## config.mk

```make
export PLATFORM = sky130hd
export DESIGN_NAME = adc_sync
export DESIGN_NICKNAME = d
export VERILOG_FILES = /design/src/hw/capture_pkg.sv /design/src/hw/adc_sync.sv
export SDC_FILE = /design/constraint.sdc
export NUM_CORES = 1
export LEC_CHECK = 0
export ABC_AREA = 1
export BUFFER_PORTS_ARGS = -buffer_cell sky130_fd_sc_hd__buf_2
export CORE_MARGIN = 4
export CORE_UTILIZATION = 45
export CTS_BUF_LIST = sky130_fd_sc_hd__clkbuf_8
export DETAILED_ROUTE_END_ITERATION = 12
export HOLD_SLACK_MARGIN = 0.08
export PLACE_DENSITY = 0.84
export SETUP_SLACK_MARGIN = 0.15
export SLEW_MARGIN = 20
export SYNTH_ARGS = -nofsm -noshare
export SYNTH_HDL_FRONTEND = slang
export SYNTH_SLANG_ARGS = --single-unit
export TNS_END_PERCENT = 5
```

## constraint.sdc

```tcl
create_clock -name clk -period 3.3 [get_ports clk]
set_input_delay 0.165 -clock clk [delete_from_list [all_inputs] [get_ports clk]]
set_output_delay 0.165 -clock clk [all_outputs]
set_load 0.01 [all_outputs]
```

## src/hw/capture_pkg.sv

```systemverilog
package capture_pkg;

    // ADC sample width
    localparam int SAMPLE_W = 12;

    typedef logic [SAMPLE_W-1:0] sample_t;

    // capture FSM states
    typedef enum logic [1:0] {
        CAP_IDLE,
        CAP_SAMPLING,
        CAP_FAULT        // stable dropped mid capture
    } cap_state_t;

endpackage
```

## src/hw/adc_sync.sv

```systemverilog
module adc_sync (
    input  logic                             clk,
    input  logic                             rst_n,
    input  logic                             adc_clk,
    input  logic [capture_pkg::SAMPLE_W-1:0] adc_data,
    input  logic                             stable,
    input  logic                             trigger,
    output logic                             sample_stb,
    output capture_pkg::sample_t             sample,
    output logic                             stable_s,
    output logic                             trig_rise
);

    logic [2:0] adc_clk_q;
    logic [2:0] stable_q;
    logic [2:0] trigger_q;
    logic       adc_edge;
    logic       trig_edge;

    // edges taken from the 2nd and 3rd stage
    assign adc_edge  = adc_clk_q[1] & ~adc_clk_q[2];
    assign trig_edge = trigger_q[1] & ~trigger_q[2];
    assign stable_s  = stable_q[2];

    always_ff @(posedge clk or negedge rst_n) begin
        if (!rst_n) begin
            adc_clk_q  <= '0;
            stable_q   <= '0;
            trigger_q  <= '0;
            sample_stb <= 1'b0;
            trig_rise  <= 1'b0;
        end else begin
            adc_clk_q  <= {adc_clk_q[1:0], adc_clk};
            stable_q   <= {stable_q[1:0], stable};
            trigger_q  <= {trigger_q[1:0], trigger};
            sample_stb <= adc_edge;   // same edge that loads sample
            trig_rise  <= trig_edge;
        end
    end

    // adc_data is steady here, it only moves on the adc_clk fall
    always_ff @(posedge clk) begin
        if (adc_edge) begin
            sample <= adc_data;
        end
    end

endmodule

```

# After elaboration in Yosys (flattened, before gate mapping)

Index checks and enable logic that the tools add are counted.

Bitwise gates (word level): 4

Operators with widths:

| operator          | count |
|---|---|
| bitwise AND 1 bit | 2 |
| inverter 1 bit    | 2 |

Register bits: 23
Input bits: 17
Output and inout bits: 15
Logic and storage cells: 10

# Depth between registers and ports, before layout

Depth after elaboration: 2
Mapped depth: 2
Depth with buffers taken out: 2

# Worst setup path after synthesis

No wires, ideal clock.

Path kind: register -> register
From: reg adc_clk_q[2]
To: reg sample[0], enable pin
Arrival time: 0.736 ns
Path slack: 2.197 ns
Cell stages (with the launch flop): 2
Path buffers: 0
Period minus slack after synthesis: 1.103 ns
Cells stage by stage: dfrtp_1 > nor2_2

Word-level cells in the longest chain between the ends: 2

Ends and longest elaborated chain:

| item                     | line           | RTL |
|---|---|---|
| start: declaration       | adc_sync.sv:14 | `logic [2:0] adc_clk_q;` |
| start signal: assignment | adc_sync.sv:33 | `adc_clk_q <= {adc_clk_q[1:0], adc_clk};` |
| inverter 1 bit           | adc_sync.sv:21 | `assign adc_edge = adc_clk_q[1] & ~adc_clk_q[2];` |
| bitwise AND 1 bit        | adc_sync.sv:21 |  |
| named net adc_edge       | adc_sync.sv:17 | `logic adc_edge;` |
| end signal: assignment   | adc_sync.sv:44 | `sample <= adc_data;` |
| end: declaration         | adc_sync.sv:9  | `output capture_pkg::sample_t sample,` |

The timed path passes the listed nets, and every way through them passes these cells.
A chain may end at the register's enable or synchronous reset.

# Final worst setup path

From: reg adc_clk_q[2]
To: reg sample[6], enable pin

Same word-level chain as after synthesis.

==> out/metrics.cfg <==
[pwr]
leakagePower_nw = 0.467
power_density_nw_per_um2 = 510
peakVddDrop_uv = 363

[critical_path]
r2r_slack_ps = 2080
cpLargestDelayFamily = simple AND/OR/NAND/NOR gates
cp_max_fo = 13
r2r_start = adc_clk_q[2]$_DFF_PN0_
crit_type = reg -> reg
critical_path_buf_inv_count = 0
crit_path_start_kind = flip-flop
crit_path_top_delay_cell = nor2_2
cp-end-kind = flip-flop
cp_data_arrival_time_ps = 1110
cpPeakStageDelay_ps = 490
cp_cell_sequence = nor2_2
startpoint = adc_clk_q[2]$_DFF_PN0_
crit_required_ps = 3190

[sta]
maxSlewViolCount = 0
finalSetupViolCount = 0
finClkSkew_ps = 1.75
relSlewSlack_pct = 60.0
min_period_ps = 1220
rsz0062_at_grt = false
worstMarginPinSlew_ps = 599
whs_ps = 96.2
setup_slack_ps = 2080
maxClockFrequency_ghz = 0.818
finalHoldViolCount = 0
final.setup.tns_ps = 0
final.period_utilization_pct = 37.1

[grt]
grt_pass1_vias = 332
grt_max_degree = 14
grt_pass1_wl_um = 1530
grt_antenna_before_repair = 0
grt_overflow = 0
grtUsageTotal_pct = 10.7

[drt]
drc_errors = 0
ant_nets = 0
wirelength_um = 1110
drt_iter0_markers = 2
firstDrtPassIters = 2
vias = 388
wl_per_cell_um = 12.2
vias_per_cell = 4.26

[outcome]
status = finished, final reports clean

[logic_synthesis]
synth_cells = 27
ys_seq_elements = 23
syn_area_per_cell_um2 = 24.3
synthesis.area_um2 = 656
synth.net_count = 44
synth_seq_area_share_pct = 96.9
synth_cell_types = 4
yosysWarnings = 0

[clock_network]
clockBufferDepth = 2
cts_root_buffer = clkbuf_8
numCtsBuffers = 3
cts_setup_buffers = 0
clock-sinks = 23
htree_levels = 1
cts_tree = done
clkTransAtPathRegs_ps = 70
clk_latency_ps = 250

[die]
initial_core_util_pct = 49.2
dieHeight_um = 46.2
die-width_um = 46.2
core_um2 = 1330
rows = 13
pin_count = 32
fp.dieArea_um2 = 2130

[final_layout]
layout.nets = 94
antenna_cells = 0
drive_above_1_share_pct = 47.4
layout_commonest_cell = buf_2
final_cell_mix = buf_2, dlygate4sd3_1, edfxtp_1
area.growth.synth_to_final_pct = 54.8

[placed_design]
port-buffer-count = 31
post-place-ws_ps = 2090
gp_congestion = 0.636

[worst_hold_path]
worstHoldStart = adc_data[6]
hold_class = in -> reg

[run]
cap_viol_max_count = 0

==> metrics by stage <==
step	power, mW	instances	util [%]	cell area [um^2]
detailed placement	0.354	73	62.2	830
finish	0.517	91	76.1	1010
global route	0.547	91	76.1	1010
floorplan	0.334	27	-	656
global placement	0.352	73	62.2	830
CTS	0.516	82	69.3	925
==> power breakdown <==
part / internal [mW] / switching (mW)
Sequential: 0.317 / 0.00335
Clock: 0.0826 / 0.0746
Combinational: 0.0230 / 0.0170
Total: 0.422 / 0.0950
==> repair_timing <==
item,CTS,global route
hold endpoints to repair,15,9
resized for setup,0,0
hold buffers,5,9
==> synthesized netlist by cell type <==
| master | n | area (um^2) |
|---|---|---|
| nor2_2 | 2 | 12.5 |
| inv_1 | 2 | 7.51 |
| dfrtp_1 | 11 | 275 |
| edfxtp_1 | 12 | 360 |
==> per-layer routing <==
metal | up-vias | global-route usage [%] | part of all wire (%)
li1 | 189 | - | -
met5 | - | 0 | 0
met4 | 0 | 5.11 | 0.99
met2 | 25 | 14.6 | 38
met1 | 172 | 14.5 | 49
met3 | 2 | 5.08 | 13
==> area by class of cell <==
type	instances	area, um^2
multi-input combinational	2	12.5
fill	82	319
timing repair buffer	45	295
tap	15	18.8
inverter	2	7.51
clock buffer	3	41.3
sequential	23	636
clock inverter	1	3.75
==> cells by family (layout without fill, tap and decap cells) <==
family	Yosys count	in the layout	share of synthesized area, %
AND/OR/NAND/NOR	2	2	1.91
flip-flops	23	23	96.9
buffers and inverters	2	51	1.15
==> final timing paths <==
path / to / depth (start not counted)
worst max-delay path: sample[6]$_DFFE_PP_ / 1
worst min-delay path: sample[6]$_DFFE_PP_ / 1
worst max register to register: sample[6]$_DFFE_PP_ / 1
worst min register to register: adc_clk_q[1]$_DFF_PN0_ / 0
max in group asynchronous: sample_stb$_DFF_PN0_ / 2
min in group asynchronous: trig_rise$_DFF_PN0_ / 2
==> registers in the layout, summed over array words and instances (netlist names) <==
| name | flops |
|---|---|
| sample_stb | 1 |
| stable_q | 3 |
| adc_clk_q | 3 |
| trig_rise | 1 |
| sample | 12 |
| trigger_q | 3 |
Note: power is estimated with default switching activity, not from simulation.
