==> src/hw/host_bus_pkg.sv <==
package host_bus_pkg;

    localparam int BUS_W = 16;

    typedef logic [BUS_W-1:0] bus_word_t;

    // status and lock register, above every sample address
    localparam bus_word_t STATUS_ADDR   = 16'h4000;
    localparam bus_word_t UNMAPPED_DATA = '1;

    // bus sequencer states
    typedef enum logic [1:0] {
        BUS_IDLE,
        BUS_DECODE,
        BUS_WRITE,       // host writes, slave takes bus_din
        BUS_READ         // host reads, slave drives bus_dout
    } bus_state_t;

endpackage

==> src/hw/capture_pkg.sv <==
package capture_pkg;

    // ADC sample width
    localparam int SAMPLE_W = 12;

    typedef logic [SAMPLE_W-1:0] sample_t;

    // capture FSM states
    typedef enum logic [1:0] {
        CAP_IDLE,
        CAP_SAMPLING,
        CAP_FAULT        // stable dropped mid capture
    } cap_state_t;

endpackage
==> src/hw/host_bus_slave.sv <==
module host_bus_slave #(
    parameter int BUF_DEPTH = 1024
) (
    input  logic                         clk,
    input  logic                         rst_n,
    input  logic                         bus_en,
    input  logic                         bus_dir,    // 1 = host reads
    input  host_bus_pkg::bus_word_t      bus_din,
    input  logic                         bank_done,
    input  logic                         fault,
    input  capture_pkg::sample_t         rd_data,
    output host_bus_pkg::bus_word_t      bus_dout,
    output logic                         lock,
    output logic [$clog2(BUF_DEPTH)-1:0] rd_addr
);
    import host_bus_pkg::*;

    localparam int AW = $clog2(BUF_DEPTH);

    bus_state_t state;
    logic [1:0] en_sync;
    logic       en_prev;
    logic       en_rise;
    logic       en_fall;
    bus_word_t  addr_q;
    logic       sel_sample;
    logic       sel_status;
    logic       read_go;
    logic       ready;
    logic       unlock;
    bus_word_t  rd_word;

    assign en_rise = en_sync[1] & ~en_prev;
    assign en_fall = ~en_sync[1] & en_prev;
    assign rd_addr = addr_q[AW-1:0];   // RAM read runs during decode

    // lock going 1 -> 0 releases the bank
    assign unlock = (state == BUS_WRITE) && en_fall && (addr_q == STATUS_ADDR)
                    && lock && !bus_din[0];

    always_comb begin
        if (sel_sample) begin
            rd_word = BUS_W'(rd_data);   // zero-extended
        end else if (sel_status) begin
            rd_word = {{(BUS_W - 2){1'b0}}, fault, ready};
        end else begin
            rd_word = UNMAPPED_DATA;
        end
    end

    always_ff @(posedge clk or negedge rst_n) begin
        if (!rst_n) begin
            state    <= BUS_IDLE;
            en_sync  <= '0;
            en_prev  <= 1'b0;
            read_go  <= 1'b0;
            lock     <= 1'b0;
            bus_dout <= '0;
        end else begin
            en_sync <= {en_sync[0], bus_en};
            en_prev <= en_sync[1];
            read_go <= 1'b0;
            case (state)
                BUS_IDLE: begin
                    if (en_rise) begin
                        state <= BUS_DECODE;
                    end
                end
                BUS_DECODE: begin
                    state   <= bus_dir ? BUS_READ : BUS_WRITE;
                    read_go <= bus_dir;
                end
                BUS_READ: begin
                    if (read_go) begin
                        bus_dout <= rd_word;   // held until the next read
                    end
                    if (en_fall) begin
                        state <= BUS_IDLE;
                    end
                end
                BUS_WRITE: begin
                    // data word is still on bus_din after the synced fall
                    if (en_fall) begin
                        if (addr_q == STATUS_ADDR) begin
                            lock <= bus_din[0];
                        end
                        state <= BUS_IDLE;
                    end
                end
                default: state <= BUS_IDLE;
            endcase
        end
    end

    always_ff @(posedge clk) begin
        if (state == BUS_IDLE && en_rise) begin
            addr_q <= bus_din;
        end
        if (state == BUS_DECODE) begin
            sel_sample <= (addr_q < BUF_DEPTH);
            sel_status <= (addr_q == STATUS_ADDR);
        end
    end

    always_ff @(posedge clk or negedge rst_n) begin
        if (!rst_n) begin
            ready <= 1'b0;
        end else if (bank_done) begin
            ready <= 1'b1;   // new bank wins over a release
        end else if (unlock) begin
            ready <= 1'b0;
        end
    end

    a_dout_in_cycle: assert property (@(posedge clk) disable iff (!rst_n)
        !$stable(bus_dout) |-> $past(en_sync[1]));

endmodule

==> config.mk <==
export PLATFORM = sky130hd
export DESIGN_NAME = host_bus_slave
export DESIGN_NICKNAME = d
export VERILOG_FILES = /design/src/hw/host_bus_pkg.sv /design/src/hw/capture_pkg.sv /design/src/hw/host_bus_slave.sv
export SDC_FILE = /design/constraint.sdc
export NUM_CORES = 1
export LEC_CHECK = 0
export BUFFER_PORTS_ARGS = -buffer_cell sky130_fd_sc_hd__buf_2
export CORE_MARGIN = 2
export CORE_UTILIZATION = 51
export DETAILED_ROUTE_END_ITERATION = 10
export GPL_TIMING_DRIVEN = 1
export PLACE_DENSITY = 0.85
export REMOVE_ABC_BUFFERS = 1
export SETUP_SLACK_MARGIN = 0.3
export SYNTH_ARGS = -nofsm -noshare
export SYNTH_HDL_FRONTEND = slang
export SYNTH_SLANG_ARGS = --single-unit
==> constraint.sdc <==
create_clock -name clk -period 8.4 [get_ports clk]
set_input_delay 0.84 -clock clk [delete_from_list [all_inputs] [get_ports clk]]
set_output_delay 0.84 -clock clk [all_outputs]
set_load 0.03 [all_outputs]
Yosys cells after proc, flatten, opt, wreduce, memory -nomap -nowiden
Index checks and enable logic that the tools add are counted.
{ "op_classes": {"n_reduce_logical": 12, "shift": 0, "n_lt_le_gt_ge": 1, "div": 0, "n_bitwise": 4, "eq_ne": 6, "mux": 9, "mul": 0, "add_sub_neg": 0} }
{ "ops": {"columns": ["operator", "n"], "rows": [
  ["2-to-1 mux 16 bit", 2],
  ["== test 16 x 15 -> 1 bit (second input constant)", 1],
  ["less-than comparator 16 x 11 -> 1 bit (second input constant)", 1],
  ["case mux 2 bit (3 select lines)", 1],
  ["logical AND 1 bit", 5],
  ["== test 2 bit (second input constant)", 2],
  ["2-to-1 mux 1 bit", 4],
  ["2-to-1 mux 2 bit", 2],
  ["AND reduction 2 bit", 2],
  ["AND reduction 3 bit", 1],
  ["AND 1 bit", 2],
  ["== test 2 x 1 -> 1 bit (second input constant)", 1],
  ["zero test 2 bit", 1],
  ["inequality test 2 x 1 -> 1 bit (second input constant)", 1],
  ["inequality test 2 bit (second input constant)", 1],
  ["inverter 1 bit", 2],
  ["nonzero test 2 bit", 1],
  ["OR reduction 2 bit", 1],
  ["zero test 1 bit", 1]
]} }
{ "totals": {"ram_bits": 0, "latchBits": 0, "register_bits": 42, "mem_count": 0, "mem_bits_ro": 0, "input_bits": 34} }

Logic depth before layout (Yosys ltp)
{ "logic_depth": {"word_depth": 8, "mapped_depth": 4} }

Worst setup path before layout
Ideal clock, no wire load.
{ "synth_path": {"kind": "register -> register", "start": "reg state[0]", "end": "reg addr_q[0] (enable)", "setup_time_ns": 0.439, "path_slack_ns": 5.665, "synth_period_minus_slack_ns": 2.735, "n_path_buf": 0, "required_ns": 7.961, "t_arrival_ns": 2.296, "stages_incl_launch_ff": 2, "cell_sequence": "dfrtp_1 > nor4b_1"} }
{ "synth_via": {"elab_chain_len": 2} }
{ "synth_lines": {"columns": ["item", "line", "text"], "rows": [
  ["start: declaration", "host_bus_slave.sv:20", "bus_state_t state;"],
  ["start signal: assignment", "host_bus_slave.sv:70", "state <= bus_dir ? BUS_READ : BUS_WRITE;"],
  ["zero test 2 bit", "host_bus_slave.sv:96", "if (state == BUS_IDLE && en_rise) begin"],
  ["logical AND 1 bit", "host_bus_slave.sv:96", null],
  ["end signal: assignment", "host_bus_slave.sv:97", "addr_q <= bus_din;"],
  ["end: declaration", "host_bus_slave.sv:25", "bus_word_t addr_q;"]
]} }
Every way passes these cells.
A chain may end at the register's enable or synchronous reset.

Final worst setup path
{ "layout_path": {"start": "reg addr_q[8]", "end": "out rd_addr[8]"} }
{ "layout_rtl": {"columns": ["item", "line", "text"], "rows": [
  ["end: declaration", "host_bus_slave.sv:14", "output logic [$clog2(BUF_DEPTH)-1:0] rd_addr"]
]} }
No word-level cell between the ends.

==> metrics.yaml <==
hold_violations: 0
yosysMostFrequentCell: "dfrtp_1"
arrival_ns: 0.97
slowest_stage: "edfxtp_1"
synth_edf_count: 18
cp-end-kind: "primary output"
crit_required_ns: 7.56
start_util_pct: 54.9
cts-buffers-inserted: 5
power_density_nw_per_um2: 325
synth_mux_area_share_pct: 1.46
yosys-top-cells-area: "edfxtp_1 35%, dfrtp_1 34%, buf_4 6.3%, a21oi_1 4.6%, o21ai_1 3.9%"
status: "finished, violations left"
synth-async-reset-ratio_pct: 53.8
post-route-min-period_ns: 1.81
cap_violations: 0
clock_sinks: 39
setup_viol: 0
worstRegToRegCells: 2
drt_iter0_drc: 62
final_core_util_pct: 67.0
first_global_vias: 1080
timing.final.crit_share_pct: 21.6
path_clk_slew_ns: 0.11
synthAdderAreaFrac_pct: 0
cp_num_buf_inv: 1
p_clk_share_pct: 24.7
path_depth: 1
syn-cell-area_sq_um: 1540
die_w_microns: 58.9
ys_types: 23
skew_ns: 0.0117
gp_congestion: 0.759
ys_ff_latch: 39
worstReg2RegStart: "state[0]"
multi_input_area_sq_um: 359
numPortBuffers: 60
worstMarginPinSlew_ns: 0.828
cp_top_family: "flip-flops"
fin_setup_tns_ns: 0
cp_slowest_stage_delay_ns: 0.43
start_kind: "flop"
cts.htree.levels: 2
synth_compound_area_share_pct: 9.76
power_frac_comb_pct: 30.2
wirelength_microns: 2720
p_int_uw: 394
crit_path_end: "rd_addr[8]"
synth_top_family_by_area: "simple AND/OR/NAND/NOR gates"
swShare_pct: 35.6
yosys_most_used_dff: "dfrtp_1"
io_pins: 61
synth_common_cells: "21 x dfrtp_1, 18 x edfxtp_1, 15 x nand2_1, 14 x a21oi_1, 13 x buf_4"
power.share.sequential_pct: 45.1
diodes: 0
cts_hold_buf: 0
post_cts.repair.setup_buffers: 0
synth_area_per_cell_sq_um: 12.5
synthCells: 123
remaining_drc_errors: 8
avgRoutedWirePerCell_microns: 13.2
clockBufferDepth: 2
root_buffer: "clkbuf_4"
die_h_microns: 58.9
synthXorXnorAreaFrac_pct: 0
firstDrtPassIters: 7
drive_gt1_share_pct: 40.6
crit_chain: "buf_2"
rsz0062_at_grt: "no"
synth-simple-area-share_pct: 11.7
core_area_sq_um: 2810
grt_max_degree: 26
ctsResizeCount: 0
cts_tree: "done"
cp-startpoint: "addr_q[8]"
yosys_warnings: 0
syn2layout_area_growth_pct: 22.2
slew_headroom_pct: 44.7
antenna_found_initial: 0
finalPower_uw: 611
dieArea_sq_um: 3470
cp_max_fo: 2
slew_viol_final: 0
r2r_slack_ns: 6.66
final.fill_count: 224
seq_area_frac_synth_pct: 69.3
hp-class: "flop to flop"
clk_latency_ns: 0.34
max_freq_mhz: 552
vias_per_cell: 5.22
p_leak_uw: 0.000858
peakVddDrop_mv: 0.206
track_usage_pct: 17.4
yosys.area.top_type: "edfxtp_1"
reg2reg_to: "bus_dout[14]"
critical_path_class: "flop to primary output"
fin_hold_ws_ns: 0.381
hpwl_microns: 2090
nets: 208
p_sw_uw: 218
grt_pass1_wl_microns: 4370
fp-row-count: 19
synth.top_cell.area_share_pct: 35.1
grt_overflow_total: 0
seq_area_sq_um: 1070
antenna_left: 0
num_vias: 1075
violations: "DRC"
==> sequential cells by signal, indices dropped and copies added, names as in the netlist <==
signal	cells
addr_q	16
bus_dout	13
en_sync	2
state	2
en_prev	1
lock	1
read_go	1
ready	1
sel_sample	1
sel_status	1
==> logic make-up (layout without fill, tap and decap cells) <==
kind of cell           after synthesis  in the layout
AO/OA/AOI/OAI                       29             29
flip-flops                          39             39
AND/OR/NAND/NOR                     34             34
buffers and inverters               19             71
multiplexers                         2              2
==> power by group through the flow <==
stage                     Combinational (uW)  Sequential [uW]  Clock, uW
after global routing                     201              283        163
after detailed placement                 186              281          0
after CTS                                186              276        154
final                                    185              276        151
after global placement                   182              278          0
after floorplan                         41.9              359          0
==> worst register-to-register path: cells and delay by family (launching register included) <==
kind,cells,cell delay [ns]
mux,1,0.55
flops,1,0.47
simple gates,1,0.62
==> layer usage <==
layer  GRT usage (%)  up-vias  wire length (microns)
li1                -      526                      -
met1            17.8      486                   1050
met2            31.6       59                   1330
met3            7.91        4                    313
met4            4.87        0                     23
met5               0        -                      0
==> cell usage in the layout, fill, tap and decap left out, types with 2 or more instances in the layout <==
cell | netlist | routed
bufinv_16 | 0 | 2
buf_2 | 0 | 60
nand2_1 | 15 | 15
nor3_1 | 2 | 2
clkbuf_4 | 0 | 5
o21ai_1 | 12 | 12
mux2_1 | 2 | 2
o21bai_1 | 2 | 2
a21oi_1 | 14 | 14
edfxtp_1 | 18 | 18
nor4b_2 | 1 | 2
nor4_1 | 2 | 2
nor2_1 | 6 | 6
inv_1 | 2 | 2
dfrtp_1 | 21 | 21
==> worst min path at each step <==
stage / start / end / slack, ns / cells after the start
final: en_sync[0] / en_sync[1] / 0.38 / 0
after CTS: en_sync[0] / en_sync[1] / 0.39 / 0
after detailed placement: en_sync[0] / en_sync[1] / 0.36 / 0
after global routing: en_sync[0] / en_sync[1] / 0.40 / 0
after global placement: en_sync[0] / en_sync[1] / 0.33 / 0
after floorplan: en_sync[0] / en_sync[1] / 0.33 / 0
==> layout make-up <==
type	count	share of cell area, %
Inverter	2	0.399
Clock inverter	2	3.19
Tap cell	31	2.06
Sequential cell	39	56.7
Multi-Input combinational cell	65	19.1
Timing Repair Buffer	61	16.4
Clock buffer	6	2.20
==> stage by stage <==
stage          cell area (sq um)  setup slack [ns]  cells
3_3_place_gp                1780              6.73    198
3_5_place_dp                1780              6.68    198
2_1_floorplan               1430              5.67    106
5_1_grt                     1880              6.48    206
6_report                    1880              6.59    206
4_1_cts                     1880              6.57    206
No activity file was read; power rests on OpenSTA's default activity.
