===== src/hw/capture_pkg.sv =====
package capture_pkg;

    // ADC sample width
    localparam int SAMPLE_W = 12;

    typedef logic [SAMPLE_W-1:0] sample_t;

    // capture FSM states
    typedef enum logic [1:0] {
        CAP_IDLE,
        CAP_SAMPLING,
        CAP_FAULT        // stable dropped mid capture
    } cap_state_t;

endpackage

===== src/hw/sample_wr_if.sv =====
interface sample_wr_if #(
    parameter int BUF_DEPTH = 1024
);
    import capture_pkg::*;

    logic                         we;    // one cycle per sample
    logic                         bank;  // bank being filled
    logic [$clog2(BUF_DEPTH)-1:0] addr;
    sample_t                      data;

    modport ctrl (
        output we,
        output bank,
        output addr,
        output data
    );

    modport ram (
        input we,
        input bank,
        input addr,
        input data
    );

endinterface


===== src/hw/capture_ctrl.sv =====
module capture_ctrl #(
    parameter int BUF_DEPTH = 1024
) (
    input  logic                 clk,
    input  logic                 rst_n,
    input  logic                 sample_stb,
    input  capture_pkg::sample_t sample,
    input  logic                 stable_s,
    input  logic                 trig_rise,
    input  logic                 lock,
    sample_wr_if.ctrl            wr,
    output logic                 bank_done,
    output logic                 fault
);
    import capture_pkg::*;

    localparam int AW = $clog2(BUF_DEPTH);

    cap_state_t    state;
    logic [AW-1:0] wr_ptr;
    logic          bank;
    logic          last_wr;

    // write goes straight out so it lands before the bank flips
    assign wr.we   = (state == CAP_SAMPLING) && stable_s && sample_stb;
    assign wr.addr = wr_ptr;
    assign wr.data = sample;
    assign wr.bank = bank;

    assign last_wr = wr.we && (wr_ptr == AW'(BUF_DEPTH - 1));
    assign fault   = (state == CAP_FAULT);

    always_ff @(posedge clk or negedge rst_n) begin
        if (!rst_n) begin
            state     <= CAP_IDLE;
            wr_ptr    <= '0;
            bank      <= 1'b0;
            bank_done <= 1'b0;
        end else begin
            bank_done <= last_wr;
            case (state)
                CAP_IDLE: begin
                    if (trig_rise && stable_s && !lock) begin
                        state  <= CAP_SAMPLING;
                        wr_ptr <= '0;
                    end
                end
                CAP_SAMPLING: begin
                    if (!stable_s) begin
                        state <= CAP_FAULT;     // partial bank dropped, bank kept
                    end else if (last_wr) begin
                        state <= CAP_IDLE;
                        bank  <= ~bank;         // full bank handed to the host side
                    end else if (wr.we) begin
                        wr_ptr <= wr_ptr + 1'b1;
                    end
                end
                CAP_FAULT: begin
                    if (stable_s) begin
                        state <= CAP_IDLE;
                    end
                end
                default: state <= CAP_IDLE;
            endcase
        end
    end

    // one write per ADC sample strobe
    a_we_single: assert property (@(posedge clk) disable iff (!rst_n)
        wr.we |=> !wr.we);

    a_done_single: assert property (@(posedge clk) disable iff (!rst_n)
        bank_done |=> !bank_done);

endmodule


===== src/flat_wrapper.sv =====
// flat-port wrapper written by rule: the top's interface ports become plain ports
module capture_ctrl_flat import capture_pkg::*;
#(
    parameter int BUF_DEPTH = 1024
)
  (clk, rst_n, sample_stb, sample, stable_s, trig_rise, lock, bank_done, fault, wr_we, wr_bank, wr_addr, wr_data);
  sample_wr_if #(.BUF_DEPTH(BUF_DEPTH)) wr_i ();
  input  logic clk;
  input  logic rst_n;
  input  logic sample_stb;
  input  capture_pkg::sample_t sample;
  input  logic stable_s;
  input  logic trig_rise;
  input  logic lock;
  output logic bank_done;
  output logic fault;
  output wire logic [$bits(wr_i.we)-1:0] wr_we;
  output wire logic [$bits(wr_i.bank)-1:0] wr_bank;
  output wire logic [$bits(wr_i.addr)-1:0] wr_addr;
  output wire logic [$bits(wr_i.data)-1:0] wr_data;
  assign wr_we = wr_i.we;
  assign wr_bank = wr_i.bank;
  assign wr_addr = wr_i.addr;
  assign wr_data = wr_i.data;
  capture_ctrl #(.BUF_DEPTH(BUF_DEPTH)) u_core (.clk(clk), .rst_n(rst_n), .sample_stb(sample_stb), .sample(sample), .stable_s(stable_s), .trig_rise(trig_rise), .lock(lock), .wr(wr_i), .bank_done(bank_done), .fault(fault));
endmodule

===== config.mk =====
export PLATFORM = sky130hd
export DESIGN_NAME = capture_ctrl_flat
export DESIGN_NICKNAME = d
export VERILOG_FILES = /design/src/hw/capture_pkg.sv /design/src/hw/sample_wr_if.sv /design/src/hw/capture_ctrl.sv /design/src/flat_wrapper.sv
export SDC_FILE = /design/constraint.sdc
export NUM_CORES = 1
export LEC_CHECK = 0
export ABC_AREA = 0
export BUFFER_PORTS_ARGS = -buffer_cell sky130_fd_sc_hd__buf_2
export CORE_UTILIZATION = 35
export CTS_BUF_LIST = sky130_fd_sc_hd__clkbuf_2
export DETAILED_ROUTE_END_ITERATION = 8
export SYNTH_ARGS = -nofsm -noshare
export SYNTH_HDL_FRONTEND = slang
export SYNTH_SLANG_ARGS = --single-unit

===== constraint.sdc =====
create_clock -name clk -period 2.55 [get_ports clk]
set_clock_uncertainty 0.05 [all_clocks]
set_input_delay 0.51 -clock clk [delete_from_list [all_inputs] [get_ports clk]]
set_output_delay 0.51 -clock clk [all_outputs]
set_load 0.01 [all_outputs]

After elaboration in Yosys (flattened, before gate mapping)
Cells that the tools add are included.
- add/sub/neg operators: 1
- muxes and demuxes: 10
- reductions and logical operators: 11
- eq/ne operators: 9
- bitwise gates (word level): 1
- operators by type and width (kind ; count):
    10-bit two-way mux ; 4
    10-bit case mux with 2 select lines ; 1
    10-bit by 1-bit adder with 10-bit output (second input constant) ; 1
    10-bit equality test (second input constant) ; 1
    2-bit two-way mux ; 4
    2-bit inequality test (second input constant) ; 3
    2-bit case mux with 3 select lines ; 1
    3-bit AND reduction ; 2
    1-bit logical AND ; 5
    5-bit AND reduction ; 1
    2-bit by 1-bit inequality test with 1-bit output (second input constant) ; 2
    3-bit by 2-bit inequality test with 1-bit output (second input constant) ; 1
    2-bit by 1-bit equality test with 1-bit output (second input constant) ; 1
    2-bit equality test (second input constant) ; 1
    2-bit zero test ; 1
    2-bit nonzero test ; 1
    1-bit zero test ; 1
    1-bit inverter ; 1
- output and inout port bits: 26
- flip-flop bits (word level): 14
- input port bits: 18
- word-level logic and storage cells: 36

Depth between registers and ports, before layout
Gate-level depths: netlist of run 1.
- word-level depth: 7
- mapped depth: 5
- depth with buffers taken out: 5

Worst setup path after synthesis of run 1
OpenSTA, ideal clock, no wires.
- path kind: register to register
- start: reg u_core.wr_ptr[0] (netlist: u_core.wr.addr[0])
- end: reg u_core.wr_ptr[6] (netlist: u_core.wr.addr[6])
- setup slack: 0.910 ns
- setup time: 0.083 ns
- period minus slack after synthesis: 1.640 ns
- arrival time: 1.507 ns
- cell stages (with the launch flop): 6
- data required time: 2.417 ns
- path buffers: 0
- cells stage by stage: dfrtp_1 -> ha_1 -> and4_4 -> a31o_4 -> or3_1 -> o21ai_0
- word-level cells in the longest chain between the ends: 5
- elaborated cells on any way between the ends: 9
- those cells by class: 1 x add/sub; 2 x eq/ne; 4 x mux; 2 x reduce/logical
- RTL lines (element ; line ; RTL):
    from (decl) ; capture_ctrl.sv:20 ; logic [AW-1:0] wr_ptr;
    from (signal assigned) ; capture_ctrl.sv:55 ; wr_ptr <= wr_ptr + 1'b1;
    10-bit by 1-bit adder with 10-bit output ; capture_ctrl.sv:55 ;
    10-bit two-way mux ; capture_ctrl.sv:54 ; end else if (wr.we) begin
    10-bit two-way mux ; capture_ctrl.sv:51 ; end else if (last_wr) begin
    10-bit two-way mux ; capture_ctrl.sv:49 ; if (!stable_s) begin
    10-bit case mux with 2 select lines ; capture_ctrl.sv:41 ; case (state)
Several ways; a longest one is shown, not always the timed one. The select of a mux whose other input is x is not followed.
A chain may end at the register's enable or synchronous reset.

Final worst setup path of run 1
- start: reg u_core.state[1]
- end: out wr_we
- word-level cells in the longest chain between the ends: 3
- RTL lines (element ; line ; RTL):
    from (decl) ; capture_ctrl.sv:19 ; cap_state_t state;
    from (signal assigned) ; capture_ctrl.sv:35 ; state <= CAP_IDLE;
    from (signal assigned) ; capture_ctrl.sv:44 ; state <= CAP_SAMPLING;
    from (signal assigned) ; capture_ctrl.sv:50 ; state <= CAP_FAULT;
    2-bit by 1-bit equality test with 1-bit output ; capture_ctrl.sv:25 ; assign wr.we = (state == CAP_SAMPLING) && stable_s && sample_stb;
    1-bit logical AND (2 in series) ; capture_ctrl.sv:25 ;
    to (decl) ; flat_wrapper.sv:17 ; output wire logic [$bits(wr_i.we)-1:0] wr_we;
Every way passes these cells.

==> summary.txt, run 1 <==
Cells and area
  – Most common cell after layout, fill and taps aside: buf_2
  – Most frequent cells in the layout: 19 x buf_2, 14 x dfrtp_1, 9 x nand2_1
  – Area Growth Syn to Fin: 5.988%
  – Nets: 119
  – Antenna Cells: 0
  – Share of cells above drive strength 1: 28.57%

Synthesis
  – Synth top area share: 41.92%
  – Async SR Flop Fraction: 100.0%
  – Syn Nets: 108
  – Seq/Total Area, Yosys: 41.92%
  – Post-Syn Area: 835.8 sq um
  – Ys flop type: dfrtp_1
  – Number of synthesized flops with an enable pin: 0
  – Ranking of synthesized cells by area: dfrtp_1 42%, buf_4 11%, a31oi_1 6.0%
  – Ys Warns: 0
  – Syn_area_per_cell: 9.391 sq um
  – Post-synth cell types: 30
  – Flip-flop and latch count after synthesis: 14
  – Cell taking the most area after synthesis: dfrtp_1
  – Mapped Cells: 89

Global route
  – Largest net degree at the start of global routing: 15
  – Grt ovf: 0
  – Vias in the first global route: 579
  – GRT Util Overall: 14.29%
  – Initial antenna violation count: 0
  – First-pass GRT wire length: 2.615 mm

Timing
  – Slew @ Worst Pin: 0.7066 ns
  – Worst slew margin: 52.80%
  – Final Setup Violations: 0
  – Setup ws final: 0.7393 ns
  – Max-slew violation count: 0
  – TNS Setup: 0 ns
  – Crit path time final: 1.811 ns
  – FMAX: 0.5523 GHz
  – Tcrit/Tclk final: 71.01%
  – RSZ-0062 raised after global routing: false
  – Hold Slack: 0.05350 ns
  – Final hold violation count: 0

CTS
  – Post-CTS setup buffer count: 0
  – H-tree levels: 1
  – TritonCTS Sinks: 14
  – Post-CTS Resized: 0
  – Worst-path clk slew: 0.12 ns
  – Clock Root Buffer: clkbuf_2
  – CTS Buffer Depth: 2
  – CTS Hold Buffers Added: 0
  – Clk_lat worst skew: 0.27 ns
  – CTS Buf Count: 3
  – CTS tree: built

Run
  – Total of max-cap violations: 0

Worst setup path
  – Worst-path fanout max: 6
  – Crit. End Element: output port
  – CP Class: register to output port
  – Worst Path Arrival: 1.25 ns
  – Critical path startpoint category: register
  – Req. time, crit path: 1.99 ns
  – Reg2reg start: u_core.wr.addr[0]
  – Critical Path Start: u_core.state[1]

Floorplan
  – Die Ht: 50.87 microns
  – Initial Utilization: 37.42%
  – Io pins: 44
  – Core ar.: 2233 sq um
  – Die W: 50.87 microns
  – # rows: 17
  – Die area: 2587 sq um

Power
  – Peak supply drop: 0.2373 mV
  – P_leak: 0.4523 nW
  – Power Dens Cells: 505.8 nW/um^2

Drt
  – WL/cell: 13.15 microns
  – First drt pass iteration count: 4
  – Detail Route Antenna Nets: 0
  – Initial DRC Count: 22
  – # DRC: 0
  – Vias/cell: 5.341
  – Detailed Route WL: 1.657 mm
  – Via count: 673

Placement
  – PortBufs: 19
  – Detail Placement HPWL: 1.194 mm
  – Pre-CTS setup slack: 0.8698 ns
  – Global placement routability congestion: 0.8503

Run status
  – Status: finished clean

Hold path
  – Worst Hold Class: input port to asynchronous set/reset pin
-- report_power, final --
part / switching, mW / internal [mW]
combinational: 0.0470 / 0.0348
clock: 0.0685 / 0.0321
sequential: 0.0263 / 0.239
-- per-layer routing --
metal / vias up / global-route usage, % / part of all wire [%]
met5: - / 0 / 0
met4: 0 / 5.556 / 1.2
met3: 6 / 6.548 / 7.8
met2: 18 / 21.33 / 45
met1: 318 / 17.88 / 46
li1: 331 / - / -
-- cell families after synthesis --
kind of cell / synth area share, %
AO/OA/AOI/OAI: 17.07
buffers and inverters: 13.17
adder cells (fa/ha/maj): 1.497
XOR/XNOR: 1.048
multiplexers: 1.198
AND/OR/NAND/NOR: 24.10
flip-flops: 41.92
-- state kept, by name, summed over array words and instances (netlist names) --
name / count
u_core.bank_done: 1
u_core.wr.bank: 1
u_core.state: 2
u_core.wr.addr: 10
-- worst max-delay path: stages, from the launching register on --
cell and delay (ns):
dfrtp_1 0.43, nand4b_4 0.23, inv_1 0.16, buf_2 0.15
-- per-stage QoR --
stage / instance area (sq um) / total power, mW / utilization [%] / instances
after floorplan: 835.8 / 0.3334 / - / 89
after global placement: 870.8 / 0.3500 / 38.99 / 123
after detailed placement: 870.8 / 0.3519 / 38.99 / 123
after CTS: 885.9 / 0.4538 / 39.66 / 126
after global routing: 885.9 / 0.4796 / 39.66 / 126
final: 885.9 / 0.4480 / 39.66 / 126
-- worst paths after layout --
kind / to / slack, ns / depth (start not counted)
max: wr_we / 0.74 / 3
min: u_core.bank_done / 0.05 / 1
max reg2reg: u_core.wr.addr[6] / 0.86 / 5
min reg2reg: u_core.wr.bank / 0.44 / 1
max in group asynchronous: u_core.state[1] / 2.16 / 1
min in group clk: u_core.wr.bank / 0.44 / 1
-- cells in the mapped netlist, types with 2 or more instances --
master,instances
o21ai_0,4
dfrtp_1,14
nand3_1,6
nor2b_1,2
o211ai_1,2
a21oi_1,3
nor2_1,3
a31oi_1,8
and3_1,4
nand2_1,9
inv_1,4
buf_4,12
-- cell type report --
cell class	instances	area, sq um
Timing Repair Buffer	19	95.09
Clock buffer	3	15.01
Multi-Input combinational cell	58	375.4
Inverter	4	15.01
Tap cell	28	35.03
Fill cell	229	1348
Sequential cell	14	350.3
Note: power is estimated with default switching activity, not from simulation.
==> inputs of run 2 (changes only) <==
ABC_AREA = 1   (was 0)
clock period = 1.85 ns   (was 2.55 ns; I/O delays follow)
==> summary.txt, run 2 <==
Drt
  – Vias/cell: 4.741 (-11%)
  – Via count: 749 (+11%)
  – First drt pass iteration count: 4 (unchanged)
  – WL/cell: 10.51 microns (-20%)
  – Detailed Route WL: 1.661 mm (+0.24%)
  – # DRC: 0 (unchanged)
  – Detail Route Antenna Nets: 0 (unchanged)
  – Initial DRC Count: 5 (-77%)

Synthesis
  – Most frequent cell after synthesis: nand2_1
  – Ys flop type: dfrtp_1
  – Cell taking the most area after synthesis: dfrtp_1
  – Seq/Total Area, Yosys: 38.25% (-3.7 points)
  – Mapped Cells: 118 (+33%)
  – Top post-synthesis cells by count: 35 x nand2_1, 14 x dfrtp_1, 12 x buf_4
  – Syn Nets: 137 (+27%)
  – Flip-flop and latch count after synthesis: 14 (unchanged)
  – Post-synth cell types: 21 (-30%)
  – Post-Syn Area: 915.9 sq um (+9.6%)
  – Ranking of synthesized cells by area: dfrtp_1 38%, nand2_1 14%, buf_4 9.8%
  – Number of synthesized flops with an enable pin: 0 (unchanged)
  – Ys Warns: 0 (unchanged)
  – Syn_area_per_cell: 7.762 sq um (-17%)
  – Synth top area share: 38.25% (-3.7 points)
  – Async SR Flop Fraction: 100.0% (unchanged)

Floorplan
  – # rows: 18 (+1)
  – Core ar.: 2477 sq um (+11%)
  – Die W: 53.16 microns (+4.5%)
  – Die Ht: 53.16 microns (+4.5%)
  – Io pins: 44 (unchanged)
  – Initial Utilization: 36.97% (-0.45 points)
  – Die area: 2825 sq um (+9.2%)

Cells and area
  – Finished Core Util: 39.09% (-0.57 points)
  – Fillers: 277 (+21%)
  – Seq. cell area: 350.3 sq um (unchanged)
  – Antenna Cells: 0 (unchanged)
  – Area Growth Syn to Fin: 5.738%
  – Max reg flops: 10 (unchanged)
  – Share of cells above drive strength 1: 28.91% (+0.33 points)
  – Area of the multi-input gates: 411.6 sq um (+9.7%)
  – Most frequent cells in the layout: 35 x nand2_1, 19 x buf_2, 14 x dfrtp_1
  – Nets: 149 (+25%)
  – Final instance area: 968.4 sq um (+9.3%)
  – Most common cell after layout, fill and taps aside: nand2_1

Timing
  – TNS Setup: 0 ns (unchanged)
  – FMAX: 0.6514 GHz
  – Tcrit/Tclk final: 82.98%
  – Max-slew violation count: 0 (unchanged)
  – RSZ-0062 raised after global routing: false
  – Slew @ Worst Pin: 0.3084 ns (-0.3982 ns)
  – Final hold violation count: 0 (unchanged)
  – Worst slew margin: 79.44% (+27 points)
  – Final Setup Violations: 0 (unchanged)
  – Crit path time final: 1.535 ns

Global route
  – Largest net degree at the start of global routing: 16 (+1)
  – Initial antenna violation count: 0 (unchanged)
  – Grt ovf: 0 (unchanged)
  – GRT Util Overall: 13.16% (-1.1 points)
  – Vias in the first global route: 602 (+4.0%)
  – First-pass GRT wire length: 2.684 mm (+2.6%)

Run status
  – Status: finished clean

CTS
  – Clock Root Buffer: clkbuf_2
  – Post-CTS setup buffer count: 0 (unchanged)
  – H-tree levels: 1 (unchanged)
  – CTS tree: built
  – CTS Buffer Depth: 2 (unchanged)
  – Post-CTS Resized: 0 (unchanged)
  – Clk_lat worst skew: 0.26 ns (about the same)
  – CTS Buf Count: 3 (unchanged)
  – Worst-path clk slew: 0.12 ns (about the same)
  – CTS Hold Buffers Added: 1 (+1)
  – TritonCTS Sinks: 14 (unchanged)

Placement
  – Global placement routability congestion: 0.7728 (-9.1%)
  – Detail Placement HPWL: 1.303 mm (+9.2%)
  – Post-Place Cell Area: 943.4 sq um (+8.3%)
  – PortBufs: 19 (unchanged)

Worst setup path
  – Worst Reg-to-Reg Cells: 7 (+2)
  – Req. time, crit path: 1.99 ns (about the same)
  – CP max-delay cell: dfrtp_1
  – Worst-path fanout max: 15 (+9)
  – Critical path startpoint category: register
  – Worst Path Arrival: 1.68 ns (+0.43 ns)
  – CP max stage delay: 0.48 ns (+0.05 ns)
  – Critical path, cell by cell: ha_1, nand3_1, nor2_4, nand2_4, nand2_4, nand2_1, o21ai_1
  – CP Class: register to register
  – Crit. End Element: register
  – Most frequent CP cell: nand2_4

Hold path
  – Hold depth: 2
  – Worst Hold Class: input port to register

Power
  – P_leak: 0.5166 nW (+14%)
  – Power Dens Cells: 544.5 nW/um^2 (+7.7%)
  – Peak supply drop: 0.3253 mV (+37%)

Run
  – Total of max-cap violations: 0 (unchanged)
[run 2: changes by cell type after synthesis, moves of 4 or more]
cell	change
o21ai_0	-4
nand2_1	+26
o21ai_1	+4
nor2_1	+6
o21ai_2	+6
inv_1	+7
a31oi_1	-8
and3_1	-4
[run 2: final cells by class]
type,instances,area share [%]
clock buffers,3,1.550
inverters,13,5.039
repair buffers,20,10.85
flip-flops and latches,14,36.18
well taps,30,3.876
multi-input cells,78,42.51
[run 2: per-layer routing]
| metal | vias to the layer above | global-route usage [%] | part of all wire (%) |
|---|---|---|---|
| met3 | 2 | 2.586 | 5.2 |
| li1 | 379 | - | - |
| met4 | 0 | 6.140 | 0.30 |
| met2 | 21 | 20.68 | 45 |
| met5 | - | 0 | 0 |
| met1 | 347 | 17.13 | 49 |
[run 2: cell families after synthesis]
group                    after synthesis  share of synthesized area (%)
AND/OR/NAND/NOR                       64                          32.79
XOR/XNOR                               3                          2.869
AO/OA/AOI/OAI                         10                          7.924
buffers and inverters                 26                          16.80
adder cells (fa/ha/maj)                1                          1.366
flip-flops                            14                          38.25
[run 2: stage by stage]
step / std cells / setup slack, ns / power, mW / hold WS, ns
after floorplan: 118 / 0.3472 / 0.4030 / 0.02441
after global placement: 154 / 0.3824 / 0.3991 / 0.2335
after detailed placement: 154 / 0.3319 / 0.4017 / 0.2309
after CTS: 158 / 0.2976 / 0.5337 / 0.2330
after global routing: 158 / 0.1396 / 0.5628 / 0.2353
final: 158 / 0.3148 / 0.5273 / 0.2409
[run 2: where the power goes]
part	total, mW	internal [mW]	switching [mW]
clock network	0.132	0.0442	0.0877
registers	0.330	0.316	0.0137
logic	0.0658	0.0229	0.0429
total	0.527	0.383	0.144
[run 2: path summary, 6_finish.rpt]
check / start / slack, ns / to
max: u_core.wr.addr[0] / 0.31 / u_core.wr.addr[2]
min: stable_s / 0.24 / u_core.state[1]
max reg2reg: u_core.wr.addr[0] / 0.31 / u_core.wr.addr[2]
min reg2reg: u_core.wr.bank / 0.43 / u_core.wr.bank
max in group asynchronous: rst_n / 1.05 / u_core.wr.addr[2]
min in group asynchronous: rst_n / 0.47 / u_core.state[0]
[run 2: worst max-delay path, delay by kind of cell, from the launching register on]
| family | cells | cell delay [ns] |
|---|---|---|
| AO/OA/AOI/OAI | 1 | 0.07 |
| adder cells (fa/ha/maj) | 1 | 0.22 |
| flip-flops | 1 | 0.48 |
| AND/OR/NAND/NOR | 5 | 0.64 |
